[src/logic/net_pkg.sv]
package net_pkg;

    // ------------------------------------------------------------
    // stream widths
    // ------------------------------------------------------------
    localparam int DATA_W  = 512;
    localparam int KEEP_W  = DATA_W / 8;
    localparam int COUNT_W = 16;

    // ------------------------------------------------------------
    // protocol constants
    // ------------------------------------------------------------
    localparam logic [15:0] ETHERTYPE_ARP  = 16'h0806;
    localparam logic [15:0] ETHERTYPE_IPV4 = 16'h0800;

    localparam logic [7:0] IP_PROTO_ICMP = 8'd1;
    localparam logic [7:0] IP_PROTO_UDP  = 8'd17;

    // one beat of a 512-bit stream, byte n in data[8n+7:8n]
    typedef struct packed {
        logic [DATA_W-1:0] data;
        logic [KEEP_W-1:0] keep;
        logic              last;
    } axis_beat_t;

    // receive branch a frame belongs to
    typedef enum logic [1:0] {
        CLASS_ARP  = 2'd0,
        CLASS_ICMP = 2'd1,
        CLASS_UDP  = 2'd2,
        CLASS_DROP = 2'd3
    } pkt_class_e;

    typedef enum logic [1:0] {
        ST_HEAD    = 2'd0,
        ST_BODY    = 2'd1,
        ST_DISCARD = 2'd2
    } dispatch_state_e;

    // per-class receive packet counts
    typedef struct packed {
        logic [COUNT_W-1:0] arp;
        logic [COUNT_W-1:0] icmp;
        logic [COUNT_W-1:0] udp;
        logic [COUNT_W-1:0] drop;
    } pkt_counts_t;

endpackage

[src/logic/tx_arbiter.sv]
`timescale 1ns/10ps

module tx_arbiter (
    input  logic                axis_clk,
    input  logic                rst_n,

    input  net_pkg::axis_beat_t ip_beat,
    input  logic                ip_valid,
    output logic                ip_ready,

    input  net_pkg::axis_beat_t arp_beat,
    input  logic                arp_valid,
    output logic                arp_ready,

    output net_pkg::axis_beat_t m_beat,
    output logic                m_valid,
    input  logic                m_ready
);

    // grant_q is 0 for ip, 1 for arp; it also remembers the last winner
    logic busy;
    logic grant_q;
    logic pick;
    logic sel;
    logic m_xfer;

    // ------------------------------------------------------------
    // round-robin pick while idle
    // ------------------------------------------------------------
    always_comb begin
        if (ip_valid && arp_valid) begin
            pick = !grant_q;
        end else begin
            pick = arp_valid;
        end
    end

    assign sel = busy ? grant_q : pick;

    // combinational data path, no added latency
    assign m_beat    = sel ? arp_beat : ip_beat;
    assign m_valid   = sel ? arp_valid : ip_valid;
    assign ip_ready  = m_ready && !sel;
    assign arp_ready = m_ready && sel;
    assign m_xfer    = m_valid && m_ready;

    always_ff @(posedge axis_clk or negedge rst_n) begin
        if (!rst_n) begin
            busy    <= 1'b0;
            grant_q <= 1'b1;
        end else if (!busy) begin
            // lock as soon as a beat is offered, even if stalled
            if (m_valid) begin
                grant_q <= pick;
                busy    <= !(m_xfer && m_beat.last);
            end
        end else if (m_xfer && m_beat.last) begin
            busy <= 1'b0;
        end
    end

    a_grant_held: assert property (
        @(posedge axis_clk) disable iff (!rst_n)
        (m_valid && !(m_xfer && m_beat.last)) |=> (sel == $past(sel))
    );

endmodule

[config.mk]
export PLATFORM = sky130hd
export DESIGN_NAME = tx_arbiter
export DESIGN_NICKNAME = d
export VERILOG_FILES = /design/src/logic/net_pkg.sv /design/src/logic/tx_arbiter.sv
export SDC_FILE = /design/constraint.sdc
export NUM_CORES = 1
export LEC_CHECK = 0
export BUFFER_PORTS_ARGS = -buffer_cell sky130_fd_sc_hd__buf_4
export CAP_MARGIN = 20
export CORE_AREA = 2 2 670 672
export DETAILED_ROUTE_END_ITERATION = 10
export DIE_AREA = 0 0 672 674
export PLACE_DENSITY = 0.3
export SLEW_MARGIN = 10
export SYNTH_ARGS = -nofsm -noshare
export SYNTH_HDL_FRONTEND = slang
export SYNTH_SLANG_ARGS = --single-unit
[constraint.sdc]
create_clock -name axis_clk -period 2.2 [get_ports axis_clk]
set_clock_uncertainty 0.1 [all_clocks]
set_input_delay 0.33 -clock axis_clk [delete_from_list [all_inputs] [get_ports axis_clk]]
set_output_delay 0.33 -clock axis_clk [all_outputs]
set_load 0.03 [all_outputs]
==> results.md, run 1 <==
- NumNets Final: 3605
- Worst Path Required: 1770 ps
- Yosys reg bits: 2
- Clock sink total: 2
- I/O Pins: 1739
- Port Buffers: 1738
- Seq/Total Area, Yosys: 0.717%
- DR WL/cell: 49.1 um
- Crit start category: flip-flop
- Std-Cell Core Area: 447000 um^2
- Via-to-Cell Ratio: 2.06
- Final setup violation count: 580
- Worst Path Arrival: 2310 ps
- H-tree depth: 1
- Fmax: 366 MHz
- Pre-antenna DRT Iters: 5
- Critical Path End Type: output port
- Starting DRT DRC Count: 1188
- Syn Area/Cell: 10.9 um^2
- Synth top area share: 81.2%
- Post-detail-place hpwl: 400 mm
- Drt drc: 0
- Cell accounting for the most synthesized area: mux2_2
- Violated checks: setup timing
- Worst setup margin: -536 ps
- Post-synthesis net count: 1815
- Reg clk slew, reported paths: 30 ps
- First-pass GRT wire length: 449 mm
- Synth warnings: 0
- Minimum hold slack: 376 ps
- Total track usage: 17.5%
- Syn Inst Count: 656
- Post-route cell area: 30900 um^2
- Post-place setup slack: -879 ps
- Clk buf depth: 2
- CTS tree: done
- Area Overhead vs Synth: 331%
- Share of cells above drive strength 1: 98.7%
- Placer's final routability congestion estimate: 1.11
- Starting Density: 1.60%
- Distinct cell type count of the synthesized netlist: 18
- Tightest Pin Transition: 342 ps
- Worst Path Class, Setup: reg2out
- PD cells: 863 nW/um^2
- Hold crit path type: in2reg
- CP Max Fanout: 8
- Slew Viols, Final: 0
- Top cells by area, synth: mux2_2, mux2_1, buf_6, buf_2, dfstp_2
- Die boundary height: 674 um
- Leakage: 12.5 nW
- Die Wd: 672 um
- Status: finished, violations left
- Unrepaired setup endpoints after global routing: true
- Post-route minimum period: 2740 ps
- Vias in the first global route: 16024
- Largest net degree at the start of global routing: 51
- Slew margin rel.: 77.2%
- Initial antenna violation count: 527
- Cell Area, Placed: 27900 um^2
- Max-Cap Viols: 0
- Post-Syn Area: 7150 um^2
- Layout fillers: 52587
- Clk_lat worst skew: 220 ps
- Tcrit/Tclk final: 124%
- Routed Antenna Nets: 0
- Final Hold Viols: 0
- TNS Setup: -259380 ps
- Vias after detailed routing: 17433
- Max IR drop VDD: 0.357 mV
- CTS Buf Count: 3
- Total routed wirelength: 416 mm
- Congestion Overflow GR: 0
- Root Buffer: clkbuf_16
- # rows: 246
- Die area: 453000 um^2
metal layers:
metal / wire length, um / track usage (%) / vias up
li1: - / - / 6188
met1: 141000 / 17.5 / 7755
met2: 189000 / 28.6 / 2160
met3: 67300 / 12.8 / 1070
met4: 16600 / 5.13 / 260
met5: 1960 / 0.372 / -
placed cells by master (no fill, tap or decap):
cell type / netlist / routed
dfstp_2: 1 / 1
a21boi_4: 0 / 1
nor2b_1: 2 / 1
diode_2: 0 / 77
nor3_1: 1 / 1
buf_6: 32 / 182
nand2_2: 0 / 2
mux2_2: 516 / 398
nor2_1: 1 / 1
buf_12: 0 / 35
a31oi_2: 1 / 1
mux2_1: 60 / 22
buf_16: 0 / 18
mux2_4: 1 / 157
dfrtp_2: 0 / 1
buf_8: 0 / 41
nor2b_4: 0 / 1
clkbuf_1: 0 / 1
buf_4: 1 / 1559
inv_1: 1 / 1
clkbuf_16: 0 / 16
dlygate4sd3_1: 0 / 1
a21oi_1: 2 / 2
o21ai_0: 1 / 1
and2_1: 1 / 1
critical path, cell delays in order (launching register included):
cell and delay, ps:
dfstp_2 540, nand2_2 70, a21boi_4 150, buf_12 140
buf_16 180, buf_16 190, clkbuf_16 220, mux2_4 340
buf_6 150
Yosys cell counts:
cell type and n:
buf_2 31, buf_4 1, a21boi_2 1, inv_1 1, and2_1 1, nand2_1 2, nor2_1 1, mux2_2 516
nor2b_1 2, a21oi_1 2, mux2_4 1, buf_6 32, mux2_1 60, dfstp_2 1, nor3_1 1, dfrtp_1 1
o21ai_0 1, a31oi_2 1
power breakdown:
| part | leakage (nW) | switching, W | internal, W | total [W] |
|---|---|---|---|---|
| clock | 0.0386 | 0.0000446 | 0.000239 | 0.000283 |
| combinational | 12.4 | 0.0162 | 0.0101 | 0.0263 |
| sequential | 0.0198 | 0.00000993 | 0.0000484 | 0.0000584 |
stage by stage:
stage,cells,util (%),total power (W)
floorplan,656,-,0.00981
global placement,8351,6.25,0.0233
detailed placement,8351,6.25,0.0233
CTS,8376,6.54,0.0252
global route,8439,6.89,0.0275
finish,8474,6.91,0.0266
final cells by class:
type / instances / area, um^2 / area share [%]
inverter: 1 / 3.75 / 0.0122
timing repair buffer: 1849 / 15900 / 51.5
multi-input combinational: 589 / 7180 / 23.3
antenna: 77 / 193 / 0.624
sequential: 2 / 52.6 / 0.170
tap: 5952 / 7450 / 24.1
clock buffer: 4 / 78.8 / 0.255
final timing paths:
| kind | from | endpoint | slack (ps) | cells after the start |
|---|---|---|---|---|
| hold / removal | m_ready | busy | 380 | 2 |
| min in group asynchronous | rst_n | busy | 500 | 2 |
| hold reg to reg | grant_q | grant_q | 530 | 3 |
| max in group asynchronous | rst_n | grant_q | 1290 | 2 |
| setup reg to reg | grant_q | busy | -220 | 9 |
| setup / recovery | grant_q | m_beat[198] | -540 | 8 |
state kept, by name (all words and copies together) (netlist names):
signal / count
busy: 1
grant_q: 1
cell families (layout without fill, tap and decap cells):
| group | count (synthesis) | in the layout | synth area share, % |
|---|---|---|---|
| AO/OA/AOI/OAI | 5 | 5 | 0.542 |
| buffers and inverters | 65 | 1854 | 7.36 |
| flip-flops | 2 | 2 | 0.717 |
| multiplexers | 577 | 577 | 90.9 |
| other | 0 | 77 | 0 |
| AND/OR/NAND/NOR | 7 | 7 | 0.490 |
what timing repair did:
item                                    4_1_cts  5_1_grt
hold buffers                                  1        0
hold endpoints to repair                      1        0
endpoints found under the setup margin      580      580
buffers inserted                             13        9
cloned                                        7       16
pin swaps                                     1        1
resized for setup                           243      300
(Power assumes the default switching activity.)
==> run 2, diff against run 1 <==
- CTS_BUF_LIST: unset -> sky130_fd_sc_hd__clkbuf_8 sky130_fd_sc_hd__clkbuf_16
==> run 2 against run 1 <==
- the flow still finishes with violations (setup timing)
- non-clock buffer count unchanged
- first-iteration DRC count unchanged
- utilization stayed put
- total power barely moved
- critical path type unchanged
- largest cell class unchanged
==> results.md, run 2 (synthesis results as in run 1) <==
- Crit path cell chain: nand2_2 > a21boi_4 > buf_12 > buf_16 > buf_16 > clkbuf_16 > mux2_4 > buf_6
- Most frequent cells in the layout: buf_4, mux2_2, buf_6
- Status: finished, violations left
- Worst Path Arrival: 2310 ps (about the same)
- Final Hold Viols: 0 (unchanged)
- Layout fillers: 52587 (unchanged)
- Minimum hold slack: 375 ps (-0.371 ps)
- Final core utilization: 6.91% (unchanged)
- Total routed wirelength: 416 mm (unchanged)
- Final Non-Filler Cells: 8474 (unchanged)
- Bufs and invs on worst path: 5 (unchanged)
- Worst Path Class, Setup: reg2out
- Die boundary height: 674 um (unchanged)
- CP most frequent cell: buf_16
- Pre-antenna DRT Iters: 5 (unchanged)
- Reg2reg start: grant_q
- Root Buffer: clkbuf_16
- Unrepaired setup endpoints after global routing: true
- Share of cells above drive strength 1: 98.7% (unchanged)
- Commonest non-fill, non-tap cell in the layout: buf_4
- Critical Path End Type: output port
- Worst setup margin: -536 ps (unchanged)
- Initial antenna violation count: 527 (unchanged)
- Flop pwr share: 0.2% (about the same)
- Die area: 453000 um^2 (unchanged)
- Switching Share: 61.2% (about the same)
- Hold_sp: m_ready
- Final setup violation count: 580 (unchanged)
- Slowest cell on crit path: dfstp_2
- Std-Cell Core Area: 447000 um^2 (unchanged)
- Largest net degree at the start of global routing: 51 (unchanged)
- Clk_lat worst skew: 220 ps (about the same)
- Congestion Overflow GR: 0 (unchanged)
- TNS Setup: -259380 ps (unchanged)
- Tightest Pin Transition: 342 ps (unchanged)
- Placed Cells: 8351 (unchanged)
- Reg clk slew, reported paths: 30 ps (about the same)
- Die Wd: 672 um (unchanged)
- Clk buf depth: 2 (unchanged)
- Port Buffers: 1738 (unchanged)
- Crit start category: flip-flop
- I/O Pins: 1739 (unchanged)
- Slew Viols, Final: 0 (unchanged)
- Placer's final routability congestion estimate: 1.11 (unchanged)
- CTS Buf Count: 3 (unchanged)
- Violated checks: setup timing
- CTS tree: done
- Fmax: 366 MHz (unchanged)
- Slew margin rel.: 77.2% (unchanged)
- CP startpoint: grant_q
- Leakage: 12.5 nW (about the same)
- Routed Antenna Nets: 0 (unchanged)
- Top Registers: busy x1, grant_q x1
- CP Max Fanout: 8 (unchanged)
- Post-route minimum period: 2740 ps (unchanged)
- Post-detail-place hpwl: 400 mm (unchanged)
- Vias after detailed routing: 17433 (unchanged)
- Worst Path Required: 1770 ps (about the same)
- Starting Density: 1.60% (unchanged)
- Switching power: 0.0163 W (about the same)
- Area Overhead vs Synth: 331% (unchanged)
- First-pass GRT wire length: 449 mm (unchanged)
- H-tree depth: 1 (unchanged)
- # rows: 246 (unchanged)
- Pint: 0.0103 W (about the same)
- Via-to-Cell Ratio: 2.06 (unchanged)
- Max-Cap Viols: 0 (unchanged)
- Clock Power Share: 1.0% (about the same)
- PD cells: 863 nW/um^2 (about the same)
- Drt drc: 0 (unchanged)
- Part of the power in combinational logic: 98.7% (about the same)
- Max IR drop VDD: 0.357 mV (unchanged)
- Clock sink total: 2 (unchanged)
- Vias in the first global route: 16024 (unchanged)
- Crit-path max cell delay: 540 ps (about the same)
- Hold crit path type: in2reg
- Starting DRT DRC Count: 1188 (unchanged)
- NumNets Final: 3605 (unchanged)
- CP delay by family, top: buffers and inverters
- DR WL/cell: 49.1 um (unchanged)
- Tcrit/Tclk final: 124% (unchanged)
- Total track usage: 17.5% (unchanged)
==> run 2: cell count changes in the layout (fill, tap and decap cells not counted), sizes merged <==
cell    change
clkbuf      -1
inv         +1
==> run 2: layout make-up <==
type / instances / area (um^2) / share of cell area (%)
Clock buffer: 3 / 75.1 / 0.243
Inverter: 1 / 3.75 / 0.0122
Timing Repair Buffer: 1849 / 15900 / 51.5
Sequential cell: 2 / 52.6 / 0.170
Tap cell: 5952 / 7450 / 24.1
Clock inverter: 1 / 3.75 / 0.0122
Antenna cell: 77 / 193 / 0.624
Multi-Input combinational cell: 589 / 7180 / 23.3
==> run 2: worst paths after layout <==
check	endpoint	slack, ps	cells past startpoint
max in group asynchronous	grant_q	1290	2
worst min-delay path	busy	380	2
worst max register to register	busy	-220	9
worst max-delay path	m_beat[198]	-540	8
min in group asynchronous	busy	500	2
worst min register to register	grant_q	530	3
==> run 2: through the flow <==
stage / setup slack [ps] / total power, W / area (um^2)
after global placement: -898 / 0.0233 / 27900
after CTS: -612 / 0.0252 / 29200
final: -536 / 0.0266 / 30900
after global routing: -602 / 0.0275 / 30800
after detailed placement: -879 / 0.0233 / 27900
after floorplan: 108 / 0.00981 / 7150
==> run 2: metal layers <==
layer	part of all wire, %	routed length (um)	track usage [%]
met4	4.0	16600	5.13
met5	0.47	1960	0.372
met1	34	141000	17.5
met2	45	189000	28.6
met3	16	67300	12.8
==> run 2: power groups by stage <==
| stage | clock network, W | registers [W] | logic, W |
|---|---|---|---|
| final | 0.000279 | 0.0000584 | 0.0263 |
| after global routing | 0.000289 | 0.0000608 | 0.0272 |
| after CTS | 0.000285 | 0.0000565 | 0.0248 |
| after detailed placement | 0 | 0.0000555 | 0.0232 |
| after global placement | 0 | 0.0000569 | 0.0233 |
| after floorplan | 0 | 0.0000537 | 0.00976 |
==> run 2: timing repair <==
item,in CTS,in global routing
pin swaps,1,1
gates resized for setup,243,300
hold endpoints to repair,1,0
hold buffers,1,0
endpoints found under the setup margin,580,580
buffers inserted,13,9
gates cloned,7,16
