**src/logic/net_pkg.sv**
```systemverilog
package net_pkg;

    // ------------------------------------------------------------
    // stream widths
    // ------------------------------------------------------------
    localparam int DATA_W  = 512;
    localparam int KEEP_W  = DATA_W / 8;
    localparam int COUNT_W = 16;

    // ------------------------------------------------------------
    // protocol constants
    // ------------------------------------------------------------
    localparam logic [15:0] ETHERTYPE_ARP  = 16'h0806;
    localparam logic [15:0] ETHERTYPE_IPV4 = 16'h0800;

    localparam logic [7:0] IP_PROTO_ICMP = 8'd1;
    localparam logic [7:0] IP_PROTO_UDP  = 8'd17;

    // one beat of a 512-bit stream, byte n in data[8n+7:8n]
    typedef struct packed {
        logic [DATA_W-1:0] data;
        logic [KEEP_W-1:0] keep;
        logic              last;
    } axis_beat_t;

    // receive branch a frame belongs to
    typedef enum logic [1:0] {
        CLASS_ARP  = 2'd0,
        CLASS_ICMP = 2'd1,
        CLASS_UDP  = 2'd2,
        CLASS_DROP = 2'd3
    } pkt_class_e;

    typedef enum logic [1:0] {
        ST_HEAD    = 2'd0,
        ST_BODY    = 2'd1,
        ST_DISCARD = 2'd2
    } dispatch_state_e;

    // per-class receive packet counts
    typedef struct packed {
        logic [COUNT_W-1:0] arp;
        logic [COUNT_W-1:0] icmp;
        logic [COUNT_W-1:0] udp;
        logic [COUNT_W-1:0] drop;
    } pkt_counts_t;

endpackage

```
**src/logic/axis_reg_slice.sv**
```systemverilog
`timescale 1ns/10ps

module axis_reg_slice (
    input  logic                axis_clk,
    input  logic                rst_n,

    input  net_pkg::axis_beat_t s_beat,
    input  logic                s_valid,
    output logic                s_ready,

    output net_pkg::axis_beat_t m_beat,
    output logic                m_valid,
    input  logic                m_ready
);
    import net_pkg::*;

    axis_beat_t skid_beat;
    logic       skid_valid;
    logic       ready_q;
    logic       in_xfer;
    logic       main_free;

    assign in_xfer   = s_valid && ready_q;
    // main register can take a new beat this cycle
    assign main_free = !m_valid || m_ready;
    assign s_ready   = ready_q;

    // ------------------------------------------------------------
    // control state
    // ------------------------------------------------------------
    always_ff @(posedge axis_clk or negedge rst_n) begin
        if (!rst_n) begin
            m_valid    <= 1'b0;
            skid_valid <= 1'b0;
            ready_q    <= 1'b0;
        end else begin
            if (main_free) begin
                m_valid    <= skid_valid || in_xfer;
                skid_valid <= 1'b0;
            end else if (in_xfer) begin
                skid_valid <= 1'b1;
            end
            // ready next cycle only if the skid register will be empty
            ready_q <= main_free || !(skid_valid || in_xfer);
        end
    end

    // payload, skid drains first to keep order
    always_ff @(posedge axis_clk) begin
        if (main_free) begin
            if (skid_valid) begin
                m_beat <= skid_beat;
            end else if (in_xfer) begin
                m_beat <= s_beat;
            end
        end else if (in_xfer) begin
            skid_beat <= s_beat;
        end
    end

    // registered ready must close before both registers fill
    a_no_overrun: assert property (
        @(posedge axis_clk) disable iff (!rst_n)
        in_xfer |-> !(m_valid && skid_valid)
    );

endmodule

```
**config.mk**
```make
export PLATFORM = sky130hd
export DESIGN_NAME = axis_reg_slice
export DESIGN_NICKNAME = d
export VERILOG_FILES = /design/src/logic/net_pkg.sv /design/src/logic/axis_reg_slice.sv
export SDC_FILE = /design/constraint.sdc
export NUM_CORES = 1
export LEC_CHECK = 0
export BUFFER_PORTS_ARGS = -buffer_cell sky130_fd_sc_hd__buf_4
export CAP_MARGIN = 20
export CORE_AREA = 2 2 449 451
export CTS_BUF_LIST = sky130_fd_sc_hd__clkbuf_2
export CTS_CLUSTER_DIAMETER = 80
export DETAILED_ROUTE_END_ITERATION = 12
export DIE_AREA = 0 0 451 453
export SKIP_CTS_REPAIR_TIMING = 1
export SYNTH_ARGS = -nofsm -noshare
export SYNTH_HDL_FRONTEND = slang
export SYNTH_SLANG_ARGS = --single-unit
```
**constraint.sdc**
```tcl
create_clock -name axis_clk -period 72.7 [get_ports axis_clk]
set_clock_uncertainty 0.15 [all_clocks]
set_input_delay 7.27 -clock axis_clk [delete_from_list [all_inputs] [get_ports axis_clk]]
set_output_delay 7.27 -clock axis_clk [all_outputs]
set_load 0.02 [all_outputs]
```
==> results.py, run 1 <==
metrics = {
    "power_and_ir_drop": {
        "power.density_mw_per_mm2": 26.4,
        "peakVddDrop_v": 0.0000120,
        "power_leakage_uw": 0.0226,
    },
    "global_routing": {
        "global_route_wire_length_before_repair_um": 189000,
        "vias_in_the_first_global_route": 24100,
        "gr-total-overflow": 0,
        "largest_net_degree_at_the_start_of_global_routing": 160,
        "grt_antenna_before_repair": 60,
        "total_routing_usage_gr": 0.132,
    },
    "final_layout": {
        "final_common_cell": "sky130_fd_sc_hd__buf_4",
        "nets": 3841,
        "post_layout_nonfiller_instances": 6127,
        "drive_gt1_frac": 0.649,
        "layout.cells.most_common_list": "1,186 x sky130_fd_sc_hd__buf_4, 1,154 x sky130_fd_sc_hd__edfxtp_1, 500 x sky130_fd_sc_hd__mux2_4",
        "n_fill_cell": 19900,
        "layout.core_utilization": 0.292,
        "area_growth_syn_to_layout_pct": 32.6,
    },
    "synth": {
        "synth.cell_area_mm2": 0.0439,
        "syn_nets": 2387,
        "synthesis.yosys.warnings": 0,
        "post_synth_num_cell_types": 14,
        "syn_inst": 1806,
        "ys_seq_area_frac": 0.792,
        "synth.ff_latch_count": 1157,
        "syn_avg_cell_area_um2": 24.3,
    },
    "sta": {
        "finalSetupViolations": 0,
        "timing.final.ws_setup_ns": 61.58,
        "timing.final.crit_share": 0.153,
        "final_count_of_hold_timing_violations": 0,
        "period_needed_ns": 11.12,
        "setup-tns-final_ns": 0,
        "fmax_mhz": 89.9,
        "grt_setup_unrepaired": "false",
        "timing.final.max_slew_violations": 0,
        "timing.slew.headroom": 0.271,
        "max_slew.worst_pin.slew_ns": 1.09,
    },
    "critical_path": {
        "worst-endpoint-required_ns": 73.62,
        "critPathLaunchType": "input pin",
        "cp_max_fo": 66,
        "critical_path_class": "in2reg",
        "r2r-start": "skid_valid",
        "endpoint_kind": "register",
        "critPathArrivalTime_ns": 12.04,
        "crit_path_from": "s_valid",
    },
    "drt": {
        "detail_route.wirelength_um": 143000,
        "route.antenna.remaining_nets": 0,
        "detail_route.first_pass.iterations": 5,
        "remaining_drc_errors": 0,
        "avgRoutedWirePerCell_um": 23.3,
        "route.vias.total": 23700,
        "detail_route.iter0.violations": 1633,
        "via_per_inst": 3.87,
    },
    "floorplan": {
        "fp.dieW_um": 451,
        "placementRows": 164,
        "floorplan.initialDensity": 0.220,
        "fp.coreArea_mm2": 0.199,
        "die_height_um": 453,
        "fp.dieArea_mm2": 0.204,
        "floorplan.io_pins": 1160,
    },
    "hold_path": {
        "min-delay-path-class": "reg2reg",
        "timing.hold.worst.start": "skid_beat[248]",
    },
    "clock_tree": {
        "cts_buffers": 328,
        "cts_tree": "done",
        "clock_tree.root_cell": "sky130_fd_sc_hd__clkbuf_2",
        "cts.sinks": 1157,
        "post_cts_clock_slew_at_the_launch_and_capture_registers_of_the_worst_setup_and_hold_paths_ns": 0.09,
        "clkLatencyLatePin_ns": 1.63,
        "clockBufferDepth": 4,
        "h-tree-depth": 5,
    },
    "placement": {
        "io_buffer_count": 1159,
        "gp_congestion": 0.901,
        "dpl_worst_slack_ns": 59.97,
        "hpwlAfterDp_um": 107000,
        "post-place-cells": 5586,
    },
    "run_status": {
        "outcome": "completed",
    },
    "run": {
        "max_cap_violations": 0,
    },
}
-- logic make-up (layout without fill, tap and decap cells) --
kind of cell	after synthesis	after routing	share of synthesized area
compound gates	1	1	0.000114
buf+inv	64	1713	0.0167
flops	1157	1157	0.792
mux	577	577	0.191
other cells	0	16	0
simple gates	7	7	0.000827
-- per-stage QoR --
stage                     power, uW  hold WS [ns]  area (um2)
after floorplan                1020         0.373       43900
after global placement         1090         0.379       55400
after detailed placement       1100         0.382       55400
after CTS                      1560         0.203       58100
after global routing           1610         0.230       58100
final                          1530         0.205       58200
-- routing by layer --
| layer | GRT usage | vias up | share of wire |
|---|---|---|---|
| met5 | 0 | - | 0.0022 |
| li1 | - | 10300 | - |
| met1 | 0.161 | 11900 | 0.40 |
| met4 | 0.0488 | 50 | 0.030 |
| met3 | 0.0572 | 313 | 0.097 |
| met2 | 0.207 | 1131 | 0.47 |
-- final timing paths --
kind                                to  slack [ns]  cells after the start
max in group asynchronous   skid_valid       66.95                      1
min in group asynchronous      m_valid        5.32                      1
setup / recovery           m_beat[222]       61.58                      8
setup reg to reg            m_beat[77]       66.39                      7
hold reg to reg            m_beat[248]        0.21                      1
hold / removal             m_beat[248]        0.21                      1
-- cells in the mapped netlist --
master | instances | area, um2
sky130_fd_sc_hd__edfxtp_1 | 1154 | 34700
sky130_fd_sc_hd__buf_8 | 15 | 225
sky130_fd_sc_hd__a21oi_1 | 1 | 5.00
sky130_fd_sc_hd__nand2_1 | 1 | 3.75
sky130_fd_sc_hd__nor2b_1 | 1 | 6.26
sky130_fd_sc_hd__buf_2 | 6 | 30.0
sky130_fd_sc_hd__nand2b_1 | 2 | 12.5
sky130_fd_sc_hd__and3_1 | 1 | 6.26
sky130_fd_sc_hd__dfrtp_1 | 3 | 75.1
sky130_fd_sc_hd__buf_6 | 41 | 462
sky130_fd_sc_hd__buf_4 | 2 | 15.0
sky130_fd_sc_hd__mux2_4 | 500 | 7510
sky130_fd_sc_hd__mux2_2 | 77 | 867
sky130_fd_sc_hd__nor2_1 | 2 | 7.51
-- registers in the layout (all words and copies together) (netlist names) --
register / cells
m_valid: 1
skid_beat: 577
skid_valid: 1
m_beat: 577
s_ready: 1
-- final cells by class --
type	instances	area [um2]	area share
Antenna cell	16	40.0	0.000688
Clock buffer	453	2270	0.0390
Clock inverter	72	429	0.00738
Multi-Input combinational cell	585	8430	0.145
Sequential cell	1157	34700	0.597
Tap cell	2656	3320	0.0571
Timing Repair Buffer	1188	8940	0.154
-- where the power goes --
part           switching, uW  leakage, uW  total, uW  internal, uW
logic                    141      0.00966        254           113
registers               18.6       0.0108        823           804
clock network            275      0.00208        458           183
total                    434       0.0226       1530          1100
-- critical path: stages --
cell and delay, ns:
sky130_fd_sc_hd__buf_4 0.14, sky130_fd_sc_hd__a21oi_1 0.16, sky130_fd_sc_hd__nor2_4 0.52, sky130_fd_sc_hd__buf_4 0.76, sky130_fd_sc_hd__buf_4 0.64, sky130_fd_sc_hd__buf_4 0.79
sky130_fd_sc_hd__buf_4 0.80, sky130_fd_sc_hd__buf_4 0.74
Note: power is estimated with default switching activity, not from simulation.
==> run 2, diff against run 1 <==
==> constraint.sdc (replaced) <==
create_clock -name axis_clk -period 9.9 [get_ports axis_clk]
set_clock_uncertainty 0.15 [all_clocks]
set_input_delay 0.99 -clock axis_clk [delete_from_list [all_inputs] [get_ports axis_clk]]
set_output_delay 0.99 -clock axis_clk [all_outputs]
set_load 0.02 [all_outputs]
==> results.py, run 2 (synthesis results as in run 1) <==
metrics = {
    "sta": {
        "fmax_mhz": 224,
        "timing.final.ws_setup_ns": 5.44,
        "finalSetupViolations": 0,
        "grt_setup_unrepaired": "false",
        "period_needed_ns": 4.46,
        "timing.slew.headroom": 0.249,
        "timing.final.max_slew_violations": 0,
        "final_count_of_hold_timing_violations": 0,
        "max_slew.worst_pin.slew_ns": 1.13,
        "timing.final.crit_share": 0.451,
    },
    "global_routing": {
        "largest_net_degree_at_the_start_of_global_routing": 125,
        "global_route_wire_length_before_repair_um": 187000,
        "vias_in_the_first_global_route": 24600,
        "gr-total-overflow": 0,
        "total_routing_usage_gr": 0.129,
        "grt_antenna_before_repair": 65,
    },
    "critical_path": {
        "endpoint_kind": "register",
        "critical_path_class": "reg2reg",
        "worst-endpoint-required_ns": 11.15,
        "critPathArrivalTime_ns": 5.71,
        "critPathLaunchType": "register",
        "cp_max_fo": 91,
        "timing.rr.end": "m_beat[28]",
        "r2r-start": "skid_valid",
        "reg2regPathDepth": 4,
        "regToRegSetupSlack_ns": 5.44,
    },
    "clock_tree": {
        "clkLatencyLatePin_ns": 1.68,
        "cts.sinks": 1157,
        "clock_tree.root_cell": "sky130_fd_sc_hd__clkbuf_2",
        "h-tree-depth": 5,
        "clockBufferDepth": 4,
        "post_cts_clock_slew_at_the_launch_and_capture_registers_of_the_worst_setup_and_hold_paths_ns": 0.11,
        "cts_buffers": 333,
        "cts_tree": "done",
    },
    "placement": {
        "gp_congestion": 0.872,
        "io_buffer_count": 1159,
        "dpl_worst_slack_ns": 5.59,
        "post-place-cells": 5579,
        "post_dp_cell_area_mm2": 0.0555,
        "hpwlAfterDp_um": 101000,
    },
    "final_layout": {
        "layout.cells.most_common_list": "1,170 x sky130_fd_sc_hd__buf_4, 1,162 x sky130_fd_sc_hd__dlygate4sd3_1, 1,154 x sky130_fd_sc_hd__edfxtp_1",
        "final_design_instance_area_without_fill_mm2": 0.0701,
        "area_growth_syn_to_layout_pct": 59.7,
        "post_layout_nonfiller_instances": 7338,
        "drive_gt1_frac": 0.484,
        "nets": 5001,
        "final_common_cell": "sky130_fd_sc_hd__buf_4",
        "reg_top3": "m_beat x577, skid_beat x577",
        "n_fill_cell": 18700,
    },
    "hold_path": {
        "timing.hold.worst_endpoint": "m_beat[413]",
        "min-delay-path-class": "reg2reg",
        "depth_of_the_worst_hold_timing_path": 1,
        "timing.hold.worst.start": "skid_beat[413]",
    },
    "floorplan": {
        "floorplan.io_pins": 1160,
        "fp.dieArea_mm2": 0.204,
        "die_height_um": 453,
        "fp.dieW_um": 451,
        "fp.coreArea_mm2": 0.199,
        "placementRows": 164,
        "floorplan.initialDensity": 0.220,
    },
    "power_and_ir_drop": {
        "pwr-share-comb": 0.189,
        "p_seq_frac": 0.511,
        "power_leakage_uw": 0.0275,
        "power.switching_fraction": 0.287,
        "power.density_mw_per_mm2": 169,
        "power_report.internal_total_uw": 8440,
        "p_sw_uw": 3390,
        "peakVddDrop_v": 0.000115,
        "p_clk_frac": 0.299,
        "total_power_uw": 11800,
    },
    "drt": {
        "avgRoutedWirePerCell_um": 20.3,
        "detail_route.wirelength_um": 149000,
        "route.antenna.remaining_nets": 0,
        "via_per_inst": 3.88,
        "detail_route.iter0.violations": 1704,
        "detail_route.first_pass.iterations": 5,
        "remaining_drc_errors": 0,
        "route.vias.total": 28500,
    },
    "run_status": {
        "outcome": "completed",
    },
    "run": {
        "max_cap_violations": 0,
    },
}
[run 2: final cells by class]
| class | instances | area, um2 | area share |
|---|---|---|---|
| Tap cell | 2656 | 3320 | 0.0474 |
| Antenna cell | 39 | 97.6 | 0.00139 |
| Clock inverter | 102 | 573 | 0.00818 |
| Multi-Input combinational cell | 585 | 8440 | 0.120 |
| Timing Repair Buffer | 2343 | 20600 | 0.294 |
| Sequential cell | 1157 | 34700 | 0.496 |
| Clock buffer | 456 | 2280 | 0.0326 |
[run 2: how the worst max path moves through the flow]
stage | startpoint | endpoint | slack [ns] | cells past startpoint
2_1_floorplan | s_valid | m_beat[0] | -0.26 | 2
3_3_place_gp | skid_valid | m_beat[46] | 5.61 | 4
3_5_place_dp | skid_valid | m_beat[14] | 5.59 | 4
4_1_cts | skid_valid | m_beat[30] | 5.49 | 4
5_1_grt | skid_valid | m_beat[30] | 5.29 | 4
6_report | skid_valid | m_beat[28] | 5.44 | 4
[run 2: through the flow]
stage,hold WS (ns),setup TNS [ns],utilization
2_1_floorplan,0.373,-147.34,-
3_3_place_gp,0.374,0,0.279
3_5_place_dp,0.371,0,0.279
4_1_cts,-1.52,0,0.293
5_1_grt,-0.0124,0,0.352
6_report,0.214,0,0.352
[run 2: power by group through the flow]
stage | clock network [uW] | registers, uW | logic, uW
after detailed placement | 0 | 6160 | 1870
after global placement | 0 | 6150 | 1850
after floorplan | 0 | 6560 | 676
after global routing | 3950 | 6080 | 2350
after CTS | 3700 | 6050 | 1870
final | 3540 | 6050 | 2240
[run 2: layer usage]
metal / vias up / track usage / part of all wire
met1: 14100 / 0.145 / 0.39
met3: 369 / 0.0597 / 0.076
met4: 42 / 0.0625 / 0.041
li1: 12700 / - / -
met2: 1227 / 0.206 / 0.50
met5: - / 0 / 0.0016
[run 2: worst max-delay path, stage by stage (launching register included)]
cell and delay [ns]:
sky130_fd_sc_hd__dfrtp_4 1.02, sky130_fd_sc_hd__buf_4 0.72, sky130_fd_sc_hd__buf_12 0.53, sky130_fd_sc_hd__buf_4 0.93, sky130_fd_sc_hd__mux2_2 0.42
