--- config.mk ---
export PLATFORM = sky130hd
export DESIGN_NAME = pkt_counters
export DESIGN_NICKNAME = d
export VERILOG_FILES = /design/src/logic/net_pkg.sv /design/src/logic/pkt_counters.sv
export SDC_FILE = /design/constraint.sdc
export NUM_CORES = 1
export LEC_CHECK = 0
export ABC_CLOCK_PERIOD_IN_PS = 1720
export BUFFER_PORTS_ARGS = -buffer_cell sky130_fd_sc_hd__buf_2
export CORE_ASPECT_RATIO = 0.5
export CORE_MARGIN = 5
export CORE_UTILIZATION = 43
export CTS_BUF_LIST = sky130_fd_sc_hd__clkbuf_8
export DETAILED_ROUTE_END_ITERATION = 7
export PLACE_DENSITY = 0.67
export REMOVE_ABC_BUFFERS = 1
export SLEW_MARGIN = 20
export SYNTH_ARGS = -nofsm -noshare
export SYNTH_HDL_FRONTEND = slang
export SYNTH_SLANG_ARGS = --single-unit
--- constraint.sdc ---
create_clock -name axis_clk -period 1.72 [get_ports axis_clk]
set_input_delay 0.43 -clock axis_clk [delete_from_list [all_inputs] [get_ports axis_clk]]
set_output_delay 0.43 -clock axis_clk [all_outputs]
set_load 0.05 [all_outputs]
--- src/logic/net_pkg.sv ---
package net_pkg;

    // ------------------------------------------------------------
    // stream widths
    // ------------------------------------------------------------
    localparam int DATA_W  = 512;
    localparam int KEEP_W  = DATA_W / 8;
    localparam int COUNT_W = 16;

    // ------------------------------------------------------------
    // protocol constants
    // ------------------------------------------------------------
    localparam logic [15:0] ETHERTYPE_ARP  = 16'h0806;
    localparam logic [15:0] ETHERTYPE_IPV4 = 16'h0800;

    localparam logic [7:0] IP_PROTO_ICMP = 8'd1;
    localparam logic [7:0] IP_PROTO_UDP  = 8'd17;

    // one beat of a 512-bit stream, byte n in data[8n+7:8n]
    typedef struct packed {
        logic [DATA_W-1:0] data;
        logic [KEEP_W-1:0] keep;
        logic              last;
    } axis_beat_t;

    // receive branch a frame belongs to
    typedef enum logic [1:0] {
        CLASS_ARP  = 2'd0,
        CLASS_ICMP = 2'd1,
        CLASS_UDP  = 2'd2,
        CLASS_DROP = 2'd3
    } pkt_class_e;

    typedef enum logic [1:0] {
        ST_HEAD    = 2'd0,
        ST_BODY    = 2'd1,
        ST_DISCARD = 2'd2
    } dispatch_state_e;

    // per-class receive packet counts
    typedef struct packed {
        logic [COUNT_W-1:0] arp;
        logic [COUNT_W-1:0] icmp;
        logic [COUNT_W-1:0] udp;
        logic [COUNT_W-1:0] drop;
    } pkt_counts_t;

endpackage

--- src/logic/pkt_counters.sv ---
`timescale 1ns/10ps

module pkt_counters (
    input  logic                 axis_clk,
    input  logic                 rst_n,

    input  logic                 pkt_done,
    input  net_pkg::pkt_class_e  pkt_class,

    output net_pkg::pkt_counts_t counts,
    output logic                 count_vld
);
    import net_pkg::*;

    // ------------------------------------------------------------
    // one wrapping counter per receive class
    // ------------------------------------------------------------
    always_ff @(posedge axis_clk or negedge rst_n) begin
        if (!rst_n) begin
            counts    <= '0;
            count_vld <= 1'b0;
        end else begin
            // strobe lines up with the new count value
            count_vld <= pkt_done;
            if (pkt_done) begin
                unique case (pkt_class)
                    CLASS_ARP: begin
                        counts.arp <= counts.arp + 1'b1;
                    end
                    CLASS_ICMP: begin
                        counts.icmp <= counts.icmp + 1'b1;
                    end
                    CLASS_UDP: begin
                        counts.udp <= counts.udp + 1'b1;
                    end
                    default: begin
                        counts.drop <= counts.drop + 1'b1;
                    end
                endcase
            end
        end
    end

endmodule

==> qor.yml, run 1 <==
status:
  status: "finished, final reports clean"
power:
  internal-power_uw: 2690
  clockPowerShare_pct: 23.5
  p_switching_uw: 1950
  powerDensity_nw_per_um2: 1310
  combPwrFrac_pct: 32.5
  p_leak_uw: 0.00186
  pwr-share-seq_pct: 44.0
  ir_drop_v: 0.000582
  swShare_pct: 42.1
yosys:
  synth_area_leaders: "dfrtp_1, xnor2_1, xor2_1"
  ys.flop_type: "dfrtp_1"
  synth.distinct_cells: 26
  netlist.area_leader.share_pct: 57.6
  ys_seq_area_share_pct: 57.6
  synth_area_um2: 2820
  yosys.area.top_type: "dfrtp_1"
  ys_warn_count: 0
  synth_edf_count: 0
  ys_ff_latch: 65
  syn_avg_cell_area_um2: 11.8
  synthArstFlopShare_pct: 100
  synthCells: 240
final_layout:
  syn2layout_area_growth_pct: 25.2
  layout_commonest_cell: "buf_2"
  antenna_cells: 0
  drive_gt1_share_pct: 31.7
  fin_area_um2: 3530
  final_cell_mix: "buf_2, dfrtp_1, xnor2_1"
  final_nets: 339
floorplanning:
  ioPinCount: 70
  dieArea_um2: 8380
  die_h_um: 67.3
  initial_core_util_pct: 45.5
  die_w_um: 125
  core-area_um2: 6210
  rows: 20
timing:
  skew_ns: 0.00813
  fin_crit_ns: 1.53
  max_freq_ghz: 0.655
  setup_viol: 0
  tightest_slew_ns: 0.345
  hold_viol: 0
  rsz0062_at_grt: "false"
  finalSetupTns_ns: 0
  slew_violations: 0
  fin_crit_sh_pct: 88.8
  slew_headroom_pct: 77.0
placement:
  portBuffers: 69
  dp_hpwl_um: 4280
  place.gp.congestion: 0.816
  placed_area_um2: 3370
clock_network:
  clk_latency_ns: 0.34
  clk_pin_slew_worst_paths_ns: 0.06
  cts_tree: "done"
  cts_buffers: 9
  cts-root-buf: "clkbuf_8"
  htree_levels: 3
  cts_setup_buffers: 0
  cts.sinks: 65
  ctsHoldBuffers: 0
  ctsResizeCount: 0
  clock_path_buffers: 2
worst_setup_path:
  critical_path_class: "flop to flop"
  endpoint_kind: "flop"
  startpoint_type: "flop"
  crit_required_ns: 1.94
  worstPathArrival_ns: 1.75
  crit_fanout: 4
global_route:
  grt_pass1_vias: 2110
  grt_max_degree: 66
  grt.overflow.total: 0
  grt_pass1_wl_um: 10000
  grt_antenna_before_repair: 0
  grtUsageTotal_pct: 15.3
drt:
  wirelength_um: 5820
  antenna_left: 0
  drc: 0
  drt_iter0_drc: 104
  vias: 2058
  via_per_inst: 4.88
  first_pass_iters: 4
  wl_per_cell_um: 13.8
min_path:
  hp-class: "input port to asynchronous set/reset pin"
run:
  drv_cap: 0
critical path, cell delays in order, from the launching register on:
cell and delay (ns):
dfrtp_1 0.40, ha_1 0.17, nand4_1 0.15, buf_4 0.19, nor2_1 0.20, nand4_1 0.15
xnor2_1 0.15
final timing paths:
path / start / endpoint / slack (ns) / cells past startpoint
setup / recovery: counts[0] / counts[6] / 0.19 / 6
hold / removal: rst_n / counts[31] / 0.09 / 2
setup reg to reg: counts[0] / counts[6] / 0.19 / 6
hold reg to reg: counts[15] / counts[15] / 0.46 / 1
max in group asynchronous: rst_n / counts[47] / 1.35 / 2
min in group axis_clk: pkt_done / count_vld / 0.34 / 2
logic make-up (layout without fill, tap and decap cells):
kind of cell | count (synthesis) | after routing | synth area share [%]
compound gates | 1 | 1 | 0.177
xor+xnor | 59 | 59 | 18.3
fa+ha+maj | 4 | 4 | 1.77
buf+inv | 5 | 99 | 0.665
flops | 65 | 65 | 57.6
mux | 4 | 4 | 1.60
simple gates | 102 | 102 | 19.8
metrics by stage:
step	power (µW)	setup slack [ns]	util [%]	hold WS, ns	instances
detailed placement	3600	-0.0407	54.3	0.458	407
finish	4640	0.193	56.9	0.0902	422
floorplan	3160	-0.180	-	0.134	238
global route	4910	0.0600	56.9	0.116	422
global placement	3580	-0.0119	54.3	0.453	407
CTS	4710	0.173	56.9	0.0961	422
per-layer routing:
layer	vias up	global-route usage (%)	routed length (µm)
li1	1005	-	-
met2	44	25.5	2670
met1	999	18.0	2770
met3	10	5.21	292
met5	-	0	0
met4	0	7.79	89
layout make-up:
class                   count  area (µm²)
fillers                   564        2670
flip-flops and latches     65        1630
multi-input cells         170        1180
repair buffers             81         448
clock buffers              10         138
well taps                  88         110
clock inverters             5        23.8
inverters                   3        11.3
power groups by stage:
stage          Clock, µW  Sequential [µW]  Combinational, µW
2_1_floorplan          0             2830                331
3_3_place_gp           0             2060               1510
3_5_place_dp           0             2070               1530
4_1_cts             1130             2040               1530
5_1_grt             1210             2090               1610
6_report            1090             2040               1510
cell usage after synthesis (all sizes together) (2+ instances only):
master	instances
and3	13
and4	3
clkbuf	2
dfrtp	65
ha	4
inv	3
mux2	4
nand2	21
nand3	22
nand4	12
nand4b	2
nor2	13
nor3	6
nor4	2
or2	3
xnor2	41
xor2	18
registers in the layout, summed over array words and instances, names as in the netlist:
register and flops:
count_vld 1, counts 64
No activity file was read; power rests on OpenSTA's default activity.
==> inputs of run 2 (changes only) <==
--- a/config.mk
+++ b/config.mk
@@ -9,10 +9,10 @@
 export BUFFER_PORTS_ARGS = -buffer_cell sky130_fd_sc_hd__buf_2
 export CORE_ASPECT_RATIO = 0.5
 export CORE_MARGIN = 5
-export CORE_UTILIZATION = 43
+export CORE_UTILIZATION = 55
 export CTS_BUF_LIST = sky130_fd_sc_hd__clkbuf_8
 export DETAILED_ROUTE_END_ITERATION = 7
-export PLACE_DENSITY = 0.67
+export PLACE_DENSITY = 0.82
 export REMOVE_ABC_BUFFERS = 1
 export SLEW_MARGIN = 20
 export SYNTH_ARGS = -nofsm -noshare
==> qor.yml, run 2 (synthesized netlist as in run 1, its figures left out) <==
power:
  p_total_uw: 4840  # +4.3%
  ir_drop_v: 0.000717  # +23%
  p_switching_uw: 1980  # +1.4%
  p_leak_uw: 0.00186  # +0.48%
  internal-power_uw: 2860  # +6.4%
  clockPowerShare_pct: 26.0  # +2.5 points
  powerDensity_nw_per_um2: 1360  # +3.8%
  swShare_pct: 40.9  # -1.2 points
  pwr-share-seq_pct: 42.3  # -1.7 points
  combPwrFrac_pct: 31.8  # -0.7 points
placement:
  placed_area_um2: 3350  # -0.52%
  dp_cells: 388  # -4.7%
  portBuffers: 69  # unchanged
  place.gp.congestion: 0.781  # -4.3%
  dp_hpwl_um: 4220  # -1.6%
final_layout:
  largest_register_ffs: 64  # unchanged
  multi_input_area_um2: 1180  # unchanged
  reg_top3: "counts x64, count_vld x1"
  nFillCells: 382  # -32%
  final_nets: 338  # -0.29%
  layout_commonest_cell: "buf_2"
  final_cell_mix: "buf_2, dfrtp_1, xnor2_1"
  antenna_cells: 0  # unchanged
  final_cells: 404  # -4.3%
  regArea_um2: 1630  # unchanged
  drive_gt1_share_pct: 32.0  # +0.30 points
  top_register: "counts"
  syn2layout_area_growth_pct: 25.8
  fin_area_um2: 3550  # +0.46%
floorplanning:
  rows: 18  # -10%
  die_h_um: 60.6  # -9.9%
  core-area_um2: 4950  # -20%
  ioPinCount: 70  # unchanged
  initial_core_util_pct: 56.9  # +11 points
  dieArea_um2: 6750  # -19%
  die_w_um: 111  # -11%
global_route:
  use_met3_pct: 4.98  # -0.23 points
  grt_max_degree: 25  # -62%
  grt-busiest-layer: "met2"
  met2_usage_pct: 33.2  # +7.7 points
  grt_pass1_vias: 2065  # -2.1%
  grt_antenna_before_repair: 0  # unchanged
  use_met1_pct: 22.7  # +4.7 points
  grtUsageTotal_pct: 18.8  # +3.6 points
  grt_pass1_wl_um: 9910  # -1.0%
  grt.overflow.total: 0  # unchanged
worst_setup_path:
  worst_path_dominant_cell_family: "flip-flops"
  max_stage_delay_ns: 0.46  # +0.06 ns
  r2r_cells: 5  # -1
  crit_buf_inv: 1  # unchanged
  startpoint_type: "flop"
  endpoint_kind: "output pin"
  startpoint: "counts[3]"
  cp_slowest_cell: "dfrtp_1"
  crit_required_ns: 1.29  # -0.65 ns
  timing.rr.start: "counts[16]"
  path_cells: "buf_2"
  worstPathArrival_ns: 1.10  # -0.65 ns
  reg2reg_to: "counts[26]"
  critical_path_class: "flop to output pin"
  r2r_slack_ns: 0.19  # about the same
  crit_cells: 1  # -5
  crit_fanout: 7  # +3
  crit_end: "counts[3]"
timing:
  rsz0062_at_grt: "false"
  skew_ns: 0.00439  # -0.00375 ns
  fin_crit_sh_pct: 89.0  # +0.19 points
  slew_headroom_pct: 67.9  # -9.1 points
  setup_viol: 0  # unchanged
  slew_violations: 0  # unchanged
  hold_viol: 0  # unchanged
  hold_slack_ns: 0.0476  # -0.0425 ns
  max_freq_ghz: 0.653  # -0.22%
  tightest_slew_ns: 0.482  # +0.137 ns
  fin_crit_ns: 1.53  # +0.00333 ns
drt:
  wl_per_cell_um: 14.0  # +1.9%
  via_per_inst: 5.16  # +5.8%
  antenna_left: 0  # unchanged
  drt_iter0_drc: 81  # -22%
  drc: 0  # unchanged
  wirelength_um: 5670  # -2.5%
  vias: 2084  # +1.3%
  first_pass_iters: 4  # unchanged
clock_network:
  ctsHoldBuffers: 0  # unchanged
  cts_buffers: 9  # unchanged
  cts_setup_buffers: 0  # unchanged
  clock_path_buffers: 2  # unchanged
  htree_levels: 3  # unchanged
  cts_tree: "done"
  cts-root-buf: "clkbuf_8"
  ctsResizeCount: 0  # unchanged
  cts.sinks: 65  # unchanged
  clk_latency_ns: 0.34  # about the same
  clk_pin_slew_worst_paths_ns: 0.07  # about the same
status:
  status: "finished, final reports clean"
min_path:
  hp-class: "input port to asynchronous set/reset pin"
run:
  drv_cap: 0  # unchanged
-- run 2: worst min path at each step --
stage / to / slack (ns) / cells after the start
after floorplan: count_vld / 0.13 / 0
after global placement: counts[23] / 0.41 / 1
after detailed placement: counts[23] / 0.41 / 1
after CTS: counts[25] / 0.04 / 1
after global routing: counts[28] / 0.07 / 1
final: counts[27] / 0.05 / 1
-- run 2: per-stage QoR --
| stage | setup slack, ns | util (%) | setup TNS, ns |
|---|---|---|---|
| 6_report | 0.190 | 71.6 | 0 |
| 3_5_place_dp | -0.0630 | 67.7 | -0.195 |
| 5_1_grt | 0.0275 | 71.6 | 0 |
| 3_3_place_gp | -0.0262 | 67.7 | -0.0682 |
| 4_1_cts | 0.162 | 71.6 | 0 |
| 2_1_floorplan | -0.180 | - | -0.606 |
-- run 2: area by class of cell --
class                   count  area share (%)
clock buffers              10            3.88
clock inverters             6            1.62
inverters                   3           0.317
multi-input cells         170            33.1
flip-flops and latches     65            45.8
well taps                  70            2.47
repair buffers             80            12.8
-- run 2: power groups by stage --
stage | clock network [µW] | registers [µW] | logic [µW]
5_1_grt | 1370 | 2090 | 1620
2_1_floorplan | 0 | 2830 | 331
6_report | 1260 | 2040 | 1540
4_1_cts | 1300 | 2050 | 1560
3_3_place_gp | 0 | 2050 | 1510
3_5_place_dp | 0 | 2070 | 1550
-- run 2: metal layers --
| metal | wire, µm | vias to the layer above | share of wire [%] |
|---|---|---|---|
| li1 | - | 1002 | - |
| met1 | 2440 | 1028 | 43 |
| met2 | 2920 | 48 | 51 |
| met3 | 250 | 6 | 4.4 |
| met4 | 61 | 0 | 1.1 |
| met5 | 0 | - | 0 |
==> inputs of run 3 (changes only) <==
--- a/config.mk
+++ b/config.mk
@@ -6,13 +6,14 @@
 export NUM_CORES = 1
 export LEC_CHECK = 0
 export ABC_CLOCK_PERIOD_IN_PS = 1720
-export BUFFER_PORTS_ARGS = -buffer_cell sky130_fd_sc_hd__buf_2
 export CORE_ASPECT_RATIO = 0.5
 export CORE_MARGIN = 5
-export CORE_UTILIZATION = 55
+export CORE_UTILIZATION = 60
 export CTS_BUF_LIST = sky130_fd_sc_hd__clkbuf_8
 export DETAILED_ROUTE_END_ITERATION = 7
-export PLACE_DENSITY = 0.82
+export DONT_BUFFER_PORTS = 1
+export HOLD_SLACK_MARGIN = 0.12
+export PLACE_DENSITY = 0.76
 export REMOVE_ABC_BUFFERS = 1
 export SLEW_MARGIN = 20
 export SYNTH_ARGS = -nofsm -noshare
==> qor.yml, run 3 (synthesized netlist as in run 1, its figures left out) <==
status:
  status: "finished with violations"
  violations: "negative hold slack"
drt:
  drt_iter0_drc: 67  # -17%
  vias: 2009  # -3.6%
  via_per_inst: 5.43  # +5.3%
  drc: 0  # unchanged
  antenna_left: 0  # unchanged
  first_pass_iters: 4  # unchanged
  wirelength_um: 6290  # +11%
  wl_per_cell_um: 17.0  # +21%
worst_setup_path:
  startpoint_type: "flop"
  crit_fanout: 3  # -4
  crit_required_ns: 1.94  # +0.65 ns
  critical_path_class: "flop to flop"
  endpoint_kind: "flop"
  timing.rr.start: "counts[0]"
  reg2reg_to: "counts[14]"
  r2r_slack_ns: 0.16  # -0.03 ns
  r2r_cells: 6  # +1
  worstPathArrival_ns: 1.78  # +0.68 ns
timing:
  fin_crit_ns: 1.56  # +0.0331 ns
  tightest_slew_ns: 0.534  # +0.0527 ns
  finalWorstSetupSlack_ns: 0.156  # -0.0331 ns
  slew_violations: 0  # unchanged
  fin_crit_sh_pct: 90.9  # +1.9 points
  finalSetupTns_ns: 0  # unchanged
  setup_viol: 0  # unchanged
  rsz0062_at_grt: "false"
  hold_slack_ns: -0.223  # -0.271 ns
  max_freq_ghz: 0.640  # -2.1%
  slew_headroom_pct: 64.4  # -3.5 points
  skew_ns: 0.00454  # +0.000150 ns
  hold_viol: 65  # +65
power:
  p_leak_uw: 0.00177  # -4.8%
  powerDensity_nw_per_um2: 1450  # +6.7%
  ir_drop_v: 0.000851  # +19%
final_layout:
  syn2layout_area_growth_pct: 26.3
  top_register: "counts"
  final_nets: 317  # -6.2%
  nFillCells: 288  # -25%
  fin_area_um2: 3560  # +0.42%
  drive_gt1_share_pct: 27.5  # -4.6 points
  reg_top3: "counts x64, count_vld x1"
  final_cell_mix: "dfrtp_1, buf_4, xnor2_1"
  regArea_um2: 1630  # unchanged
  antenna_cells: 0  # unchanged
  final_cells: 370  # -8.4%
  layout_commonest_cell: "dfrtp_1"
  multi_input_area_um2: 1180  # +0.43%
  largest_register_ffs: 64  # unchanged
placement:
  portBuffers: 0  # -100%
  dp_hpwl_um: 4530  # +7.5%
  dp_cells: 353  # -9.0%
  place.gp.congestion: 0.810  # +3.7%
  place_ws_ns: 0.0244  # +0.0873 ns
  placed_area_um2: 3320  # -1.0%
floorplanning:
  initial_core_util_pct: 63.2  # +6.2 points
  die_h_um: 58.5  # -3.6%
  dieArea_um2: 6260  # -7.3%
  core-area_um2: 4470  # -9.8%
  ioPinCount: 70  # unchanged
  rows: 17  # -1
  die_w_um: 107  # -3.9%
global_route:
  grt_pass1_wl_um: 10500  # +6.0%
  grt_pass1_vias: 2086  # +1.0%
  grtUsageTotal_pct: 22.0  # +3.2 points
  use_met3_pct: 9.97  # +5.0 points
  grt_antenna_before_repair: 0  # unchanged
  use_met1_pct: 25.2  # +2.5 points
  met2_usage_pct: 36.7  # +3.4 points
  grt.overflow.total: 0  # unchanged
  grt_max_degree: 66  # +160%
  grt-busiest-layer: "met2"
clock_network:
  clk_pin_slew_worst_paths_ns: 0.07  # about the same
  clock_path_buffers: 2  # unchanged
  cts_buffers: 9  # unchanged
  cts_setup_buffers: 0  # unchanged
  ctsHoldBuffers: 1  # +1
  cts.sinks: 65  # unchanged
  cts-root-buf: "clkbuf_8"
  htree_levels: 3  # unchanged
  cts_tree: "done"
  clk_latency_ns: 0.35  # about the same
run:
  drv_cap: 0  # unchanged
min_path:
  hp-class: "input port to asynchronous set/reset pin"
==> run 3: layout make-up <==
type | instances | area share, %
timing repair buffer | 59 | 12.5
clock buffer | 11 | 4.25
tap | 57 | 2.00
inverter | 3 | 0.316
multi-input combinational | 170 | 33.1
clock inverter | 5 | 2.18
sequential | 65 | 45.6
==> run 3: worst max path at each step <==
stage / from / end / slack, ns
2_1_floorplan: counts[0] / counts[14] / -0.18
5_1_grt: counts[1] / counts[14] / 0.04
6_report: counts[0] / counts[14] / 0.16
4_1_cts: counts[16] / counts[26] / 0.15
3_3_place_gp: pkt_class[1] / counts[63] / 0.08
3_5_place_dp: pkt_class[1] / counts[63] / 0.02
==> run 3: what timing repair did <==
| action | CTS | global route |
|---|---|---|
| resized for setup | 0 | 1 |
| endpoints found under the setup margin | 0 | 1 |
| endpoints found under the hold margin | 66 | 65 |
==> run 3: power by group <==
group          switching (µW)  internal, µW  total [µW]
registers                 185          1760        1940
clock network             595           890        1480
logic                    1240           512        1760
==> run 3: metrics by stage <==
step / hold slack [ns] / power [µW] / util (%)
after floorplan: 0.134 / 3160 / -
after global placement: 0.136 / 3650 / 74.3
after detailed placement: 0.136 / 3720 / 74.3
after CTS: -0.238 / 5210 / 79.7
after global routing: -0.249 / 5400 / 79.8
final: -0.223 / 5180 / 79.8
==> run 3: worst max-delay path: stages, from the launching register on <==
cell and delay [ns]:
dfrtp_1 0.36, ha_1 0.16, nand4_1 0.20, nor4_1 0.32, buf_4 0.17, nand3_1 0.08, xnor2_1 0.14
==> run 3: layer usage <==
layer	vias to the layer above	routed length, µm	share of wire, %
li1	953	-	-
met5	-	0	0
met1	979	2640	42
met2	61	2990	48
met3	16	513	8.2
met4	0	144	2.3
